### src/common/servo_pkg.sv
package servo_pkg;

    // Control unit states
    typedef enum logic [2:0] {
        st_idle         = 3'd0,
        st_spin_flicker = 3'd1,
        st_shift_lid    = 3'd2,
        st_load_base    = 3'd3,
        st_wait_lid     = 3'd4,
        st_wait_base    = 3'd5,
        st_done         = 3'd6
    } ctrl_state_e;

    localparam int POSITION_BITS = 2; // Four positions per servo

    typedef logic [POSITION_BITS-1:0] position_t;

    // Flicker arm rests at 0 and kicks at the far end
    localparam position_t FLICKER_REST = position_t'(0);
    localparam position_t FLICKER_KICK = position_t'(3);

endpackage

### src/common/servo_ctrl_if.sv
interface servo_ctrl_if;

    logic clear_timers;
    logic count_flicker;
    logic count_lid;
    logic count_base;
    logic spin_flicker;
    logic shift_lid;
    logic write_base;

    // Settle timer terminal counts
    logic end_flicker;
    logic end_lid;
    logic end_base;

    modport ctrl (
        output clear_timers, count_flicker, count_lid, count_base,
        output spin_flicker, shift_lid, write_base,
        input  end_flicker, end_lid, end_base
    );

    modport datapath (
        input  clear_timers, count_flicker, count_lid, count_base,
        input  spin_flicker, shift_lid, write_base,
        output end_flicker, end_lid, end_base
    );

endinterface

### src/hdl/servo_manager.sv
module servo_manager import servo_pkg::*; #(
    parameter int PWM_PERIOD    = 64,
    parameter int PULSE_MIN     = 8,
    parameter int PULSE_STEP    = 8,
    parameter int SETTLE_CYCLES = 40
) (
    input  logic                          clock,
    input  logic                          reset,
    input  logic                          start,
    input  logic                          move_flicker,
    input  logic                          move_lid,
    input  logic                          move_base,
    input  position_t                     base_target,
    output logic                          pwm_flicker,
    output logic                          pwm_lid,
    output logic                          pwm_base,
    output logic                          ready,
    output logic [$bits(ctrl_state_e)-1:0] state_debug,
    output position_t                     lid_position,
    output position_t                     base_position
);

    localparam int WIDTH_BITS = $clog2(PWM_PERIOD); // All widths fit below one frame

    logic [WIDTH_BITS-1:0] width_flicker;
    logic [WIDTH_BITS-1:0] width_lid;
    logic [WIDTH_BITS-1:0] width_base;

    servo_ctrl_if ctrl_bus ();

    servo_manager_ctrl u_ctrl (
        .clock        (clock),
        .reset        (reset),
        .start        (start),
        .move_flicker (move_flicker),
        .move_lid     (move_lid),
        .move_base    (move_base),
        .ctrl         (ctrl_bus.ctrl),
        .ready        (ready),
        .state_debug  (state_debug)
    );

    servo_manager_datapath #(
        .SETTLE_CYCLES (SETTLE_CYCLES),
        .PULSE_MIN     (PULSE_MIN),
        .PULSE_STEP    (PULSE_STEP),
        .WIDTH_BITS    (WIDTH_BITS)
    ) u_datapath (
        .clock         (clock),
        .reset         (reset),
        .ctrl          (ctrl_bus.datapath),
        .base_target   (base_target),
        .width_flicker (width_flicker),
        .width_lid     (width_lid),
        .width_base    (width_base),
        .lid_position  (lid_position),
        .base_position (base_position)
    );

    servo_pwm #(.PWM_PERIOD(PWM_PERIOD), .WIDTH_BITS(WIDTH_BITS)) u_pwm_flicker (
        .clock (clock),
        .reset (reset),
        .width (width_flicker),
        .pwm   (pwm_flicker)
    );

    servo_pwm #(.PWM_PERIOD(PWM_PERIOD), .WIDTH_BITS(WIDTH_BITS)) u_pwm_lid (
        .clock (clock),
        .reset (reset),
        .width (width_lid),
        .pwm   (pwm_lid)
    );

    servo_pwm #(.PWM_PERIOD(PWM_PERIOD), .WIDTH_BITS(WIDTH_BITS)) u_pwm_base (
        .clock (clock),
        .reset (reset),
        .width (width_base),
        .pwm   (pwm_base)
    );

endmodule

### src/hdl/servo_pwm.sv
module servo_pwm #(
    parameter int PWM_PERIOD = 64,
    parameter int WIDTH_BITS = $clog2(PWM_PERIOD)
) (
    input  logic                  clock,
    input  logic                  reset,
    input  logic [WIDTH_BITS-1:0] width,
    output logic                  pwm
);

    logic [WIDTH_BITS-1:0] counter;
    logic [WIDTH_BITS-1:0] width_q;
    logic [WIDTH_BITS-1:0] active_width;

    // Free running frame counter
    always_ff @(posedge clock or posedge reset) begin
        if (reset) begin
            counter <= '0;
        end else if (counter == WIDTH_BITS'(PWM_PERIOD - 1)) begin
            counter <= '0;
        end else begin
            counter <= counter + 1'b1;
        end
    end

    always_ff @(posedge clock) begin
        if (counter == '0) begin
            width_q <= width; // Hold width for the rest of the frame
        end
    end

    // Counter zero uses the incoming width directly
    assign active_width = (counter == '0) ? width : width_q;
    assign pwm          = (counter < active_width);

    a_width_in_frame: assert property (@(posedge clock) disable iff (reset)
        int'(active_width) < PWM_PERIOD);

endmodule

### src/servo_manager/servo_manager_ctrl.sv
module servo_manager_ctrl import servo_pkg::*; (
    input  logic         clock,
    input  logic         reset,
    input  logic         start,
    input  logic         move_flicker,
    input  logic         move_lid,
    input  logic         move_base,
    servo_ctrl_if.ctrl   ctrl,
    output logic         ready,
    output ctrl_state_e  state_debug
);

    ctrl_state_e state, state_next;

    always_ff @(posedge clock or posedge reset) begin
        if (reset) begin
            state <= st_idle;
        end else begin
            state <= state_next;
        end
    end

    // Flicker wins over lid, lid over base
    always_comb begin
        state_next = state;
        case (state)
            st_idle: begin
                if (start && move_flicker)
                    state_next = st_spin_flicker;
                else if (start && move_lid)
                    state_next = st_shift_lid;
                else if (start && move_base)
                    state_next = st_load_base;
            end
            st_spin_flicker: if (ctrl.end_flicker) state_next = st_done;
            st_shift_lid:    state_next = st_wait_lid;
            st_load_base:    state_next = st_wait_base;
            st_wait_lid:     if (ctrl.end_lid) state_next = st_done;
            st_wait_base:    if (ctrl.end_base) state_next = st_done;
            st_done:         state_next = st_idle;
            default:         state_next = st_idle;
        endcase
    end

    // Moore outputs
    always_comb begin
        ctrl.clear_timers  = (state == st_idle);
        ctrl.count_flicker = (state == st_spin_flicker);
        ctrl.count_lid     = (state == st_wait_lid);
        ctrl.count_base    = (state == st_wait_base);
        ctrl.spin_flicker  = (state == st_spin_flicker); // Arm held at kick while counting
        ctrl.shift_lid     = (state == st_shift_lid);
        ctrl.write_base    = (state == st_load_base);
        ready              = (state == st_done);
    end

    assign state_debug = state;

    a_ready_single: assert property (@(posedge clock) disable iff (reset)
        ready |=> !ready);

    a_state_legal: assert property (@(posedge clock) disable iff (reset)
        state inside {st_idle, st_spin_flicker, st_shift_lid, st_load_base,
                      st_wait_lid, st_wait_base, st_done});

    a_one_update: assert property (@(posedge clock) disable iff (reset)
        $onehot0({ctrl.shift_lid, ctrl.write_base}));

endmodule

### src/servo_manager/servo_manager_datapath.sv
module servo_manager_datapath import servo_pkg::*; #(
    parameter int SETTLE_CYCLES = 40,
    parameter int PULSE_MIN     = 8,
    parameter int PULSE_STEP    = 8,
    parameter int WIDTH_BITS    = 6
) (
    input  logic                  clock,
    input  logic                  reset,
    servo_ctrl_if.datapath        ctrl,
    input  position_t             base_target,
    output logic [WIDTH_BITS-1:0] width_flicker,
    output logic [WIDTH_BITS-1:0] width_lid,
    output logic [WIDTH_BITS-1:0] width_base,
    output position_t             lid_position,
    output position_t             base_position
);

    localparam int TIMER_BITS = $clog2(SETTLE_CYCLES + 1);

    logic [2:0] count_vec;
    logic [2:0] end_vec;

    // Index 0 flicker, 1 lid, 2 base
    assign count_vec = {ctrl.count_base, ctrl.count_lid, ctrl.count_flicker};

    for (genvar i = 0; i < 3; i++) begin : g_timer
        logic [TIMER_BITS-1:0] timer;

        always_ff @(posedge clock or posedge reset) begin
            if (reset) begin
                timer <= '0;
            end else if (ctrl.clear_timers) begin
                timer <= '0;
            end else if (count_vec[i]) begin
                timer <= end_vec[i] ? '0 : timer + 1'b1; // Wrap at terminal count
            end
        end

        assign end_vec[i] = count_vec[i] && (timer == TIMER_BITS'(SETTLE_CYCLES - 1));

        a_end_needs_count: assert property (@(posedge clock) disable iff (reset)
            end_vec[i] |-> count_vec[i]);
    end

    assign ctrl.end_flicker = end_vec[0];
    assign ctrl.end_lid     = end_vec[1];
    assign ctrl.end_base    = end_vec[2];

    // Lid steps through its four positions and wraps
    always_ff @(posedge clock or posedge reset) begin
        if (reset) begin
            lid_position <= '0;
        end else if (ctrl.shift_lid) begin
            lid_position <= lid_position + 1'b1;
        end
    end

    always_ff @(posedge clock or posedge reset) begin
        if (reset) begin
            base_position <= '0;
        end else if (ctrl.write_base) begin
            base_position <= base_target;
        end
    end

    function automatic logic [WIDTH_BITS-1:0] pulse_width(input position_t pos);
        return WIDTH_BITS'(PULSE_MIN + int'(pos) * PULSE_STEP);
    endfunction

    assign width_flicker = pulse_width(ctrl.spin_flicker ? FLICKER_KICK : FLICKER_REST);
    assign width_lid     = pulse_width(lid_position);
    assign width_base    = pulse_width(base_position);

endmodule

### config.mk
export PLATFORM = sky130hd
export DESIGN_NAME = servo_manager
export DESIGN_NICKNAME = d
export VERILOG_FILES = /design/src/common/servo_pkg.sv /design/src/common/servo_ctrl_if.sv /design/src/hdl/servo_manager.sv /design/src/hdl/servo_pwm.sv /design/src/servo_manager/servo_manager_ctrl.sv /design/src/servo_manager/servo_manager_datapath.sv
export SDC_FILE = /design/constraint.sdc
export NUM_CORES = 1
export LEC_CHECK = 0
export BUFFER_PORTS_ARGS = -buffer_cell sky130_fd_sc_hd__buf_2
export CAP_MARGIN = 20
export CORE_UTILIZATION = 40
export DETAILED_ROUTE_END_ITERATION = 10
export PLACE_DENSITY_LB_ADDON = 0.05
export SYNTH_ARGS = -nofsm -noshare
export SYNTH_HDL_FRONTEND = slang
export SYNTH_SLANG_ARGS = --single-unit
export TNS_END_PERCENT = 5
### constraint.sdc
create_clock -name clock -period 6.77 [get_ports clock]
set_clock_uncertainty 0.05 [all_clocks]
set_input_delay 1.0155 -clock clock [delete_from_list [all_inputs] [get_ports clock]]
set_output_delay 1.0155 -clock clock [all_outputs]
set_load 0.1 [all_outputs]
==> metrics.yaml <==
synthesis:
  yosysWarningCount: 0
  synthFlopType: "dfrtp_1"
  yosys-top-cells-area: "dfrtp_1, dfxtp_1, ha_1, nand2_1, o21ai_0"
  synth_top_area_share_pct: 34.5
  syn_area_um2: 3120
  synth-async-reset-ratio_pct: 70.5
  yosys_register_bits: 61
  synthCells: 313
  synth-edff-count: 0
  seq_area_frac_synth_pct: 46.1
  syn_avg_cell_area_um2: 9.96
  syn_nets: 347
  synthDistinctLibCells: 46
  yosysTopAreaCell: "dfrtp_1"
route:
  first_pass_iters: 5
  totalWireLength_um: 5690
  drtIter0Drc: 73
  vias: 2268
  viasPerCell: 5.14
  wl_per_cell_um: 12.9
  final_antenna_net_count: 0
  drc: 0
clock_tree:
  clk_pin_slew_worst_paths_ns: 0.06
  cts_tree: "done"
  cts-root-buf: "clkbuf_8"
  clk_latency_ns: 0.34
  ctsResizeCount: 0
  clk_path_buf_depth: 2
  postCtsSetupBuffers: 0
  cts_buffers: 9
  htree_num_levels: 3
  clock-sinks: 61
  ctsHoldBuffers: 0
setup_path:
  crit_family: "simple AND/OR/NAND/NOR gates"
  worstPathBufferInverterCount: 1
  arrival_ns: 2.92
  setup.worst_path.end_class: "output port"
  cp_slowest_stage_delay_ns: 0.46
  crit_path_max_fanout: 6
  crit_slowest_cell: "buf_2"
  worstPathRequired_ns: 5.70
  critPathKind: "reg -> out"
  start_kind: "register"
  crit_chain: "nor4_1, and2_1, nand3_1, o21ai_0, ha_1, a21o_1, a21o_1, a211oi_1, buf_2"
  path_common_cell: "a21o_1"
status:
  status: "finished clean"
floorplanning:
  die_w_um: 90.3
  die_h_um: 90.3
  num_rows: 31
  start_util_pct: 42.1
  die_area_um2: 8150
  coreArea_um2: 7410
  io_pins: 19
global_route:
  grt_start_max_net_pins: 44
  track_usage_pct: 15.2
  antenna_found_initial: 0
  grt_pass1_wl_um: 9980
  grt_pass1_vias: 2132
  grt_overflow: 0
power:
  p_total_mw: 1.22
  p_leak_nw: 1.71
  switchingPower_mw: 0.490
  internal-power_mw: 0.729
  power_frac_comb_pct: 31.8
  swShare_pct: 40.2
  ir_drop_v: 0.000161
  pwr-share-clk_pct: 29.2
  seqPwrFrac_pct: 38.9
  powerDensity_nw_per_um2: 346
sta:
  fin_ws_ns: 2.78
  slew_headroom_pct: 55.8
  setup_viol: 0
  period_share_pct: 58.9
  holdWs_ns: 0.391
  tightest_slew_ns: 0.662
  hold_viol_final: 0
  final-max-slew-violation-count: 0
  rsz0062_at_grt: "no"
  finalSetupTns_ns: 0
  min_period_ns: 3.99
  fmax_mhz: 251
finish:
  synthToLayoutAreaGrowth_pct: 13.1
  finalNetCount: 371
  layout-drive-gt1-share_pct: 13.7
  final_cell_mix: "dfrtp_1, nand2_1, ha_1"
  layout_commonest_cell: "dfrtp_1"
  final_util_pct: 47.6
  fin_area_um2: 3530
  diodes: 0
  multi_input_area_um2: 1570
  fill_cells: 703
  fin_cells: 441
  seqCellArea_um2: 1440
worst_hold_path:
  hold_class: "reg -> reg"
placement:
  port_buffers: 18
  gp_congestion: 0.748
  hpwl_um: 3920
  pre_cts_ws_ns: 3.13
  dpl_cell_area_um2: 3310
  placed_cells: 425
flow_run:
  maxCapViolCount: 0
-- worst min-delay path, cell delays in order (launching register included) --
cell and delay (ns):
dfxtp_1 0.31, nand2_1 0.06, inv_1 0.05
-- final timing paths --
| kind | start | to | slack [ns] | depth (start not counted) |
|---|---|---|---|---|
| min reg2reg | u_pwm_flicker.width_q[1] | u_pwm_flicker.width_q[1] | 0.39 | 2 |
| max reg2reg | u_ctrl.state_debug[2] | u_ctrl.state_debug[0] | 4.82 | 3 |
| min | u_pwm_flicker.width_q[1] | u_pwm_flicker.width_q[1] | 0.39 | 2 |
| min in group asynchronous | reset | u_pwm_flicker.counter[0] | 0.76 | 3 |
| max | u_pwm_flicker.counter[2] | pwm_flicker | 2.78 | 9 |
| max in group asynchronous | reset | u_ctrl.state_debug[1] | 5.52 | 3 |
-- power groups by stage --
stage / Sequential, mW / Clock [mW] / Combinational [mW]
floorplan: 0.591 / 0 / 0.211
global placement: 0.480 / 0 / 0.391
detailed placement: 0.483 / 0 / 0.392
CTS: 0.476 / 0.369 / 0.394
global route: 0.484 / 0.388 / 0.417
finish: 0.475 / 0.356 / 0.388
-- sequential cells by signal, summed over array words and instances, names as in the netlist --
register                  count
u_pwm_lid.counter             6
u_datapath.g_timer.timer     18
u_ctrl.state_debug            3
u_pwm_lid.width_q             6
u_datapath.lid_position       2
u_datapath.base_position      2
u_pwm_flicker.width_q         6
u_pwm_flicker.counter         6
u_pwm_base.width_q            6
u_pwm_base.counter            6
-- kinds of logic after synthesis --
logic type | after synthesis | synth area share (%)
simple gates | 109 | 18.0
flops | 61 | 46.1
compound gates | 68 | 15.5
mux | 10 | 3.53
buf+inv | 29 | 3.69
fa+ha+maj | 26 | 10.4
xor+xnor | 10 | 2.81
-- synth_stat cells (6+ instances only) --
cell type,count
dfrtp_1,43
nand2_1,36
ha_1,26
inv_1,23
o21ai_0,23
dfxtp_1,18
nand3_1,17
nor2_1,16
a21o_1,9
a21oi_1,8
xor2_1,6
-- layer usage --
| metal | up-vias | global-route usage, % | share of wire [%] |
|---|---|---|---|
| li1 | 1168 | - | - |
| met1 | 1066 | 20.5 | 52 |
| met2 | 26 | 22.8 | 43 |
| met3 | 8 | 3.79 | 3.3 |
| met4 | 0 | 6.99 | 1.4 |
| met5 | - | 0 | 0 |
-- cell type report --
cell class	count	share of cell area, %
clock inverters	5	2.13
well taps	99	3.51
clock buffers	11	4.01
flip-flops and latches	61	40.7
inverters	23	2.45
multi-input cells	223	44.4
repair buffers	19	2.77
Note: power is estimated with default switching activity, not from simulation.
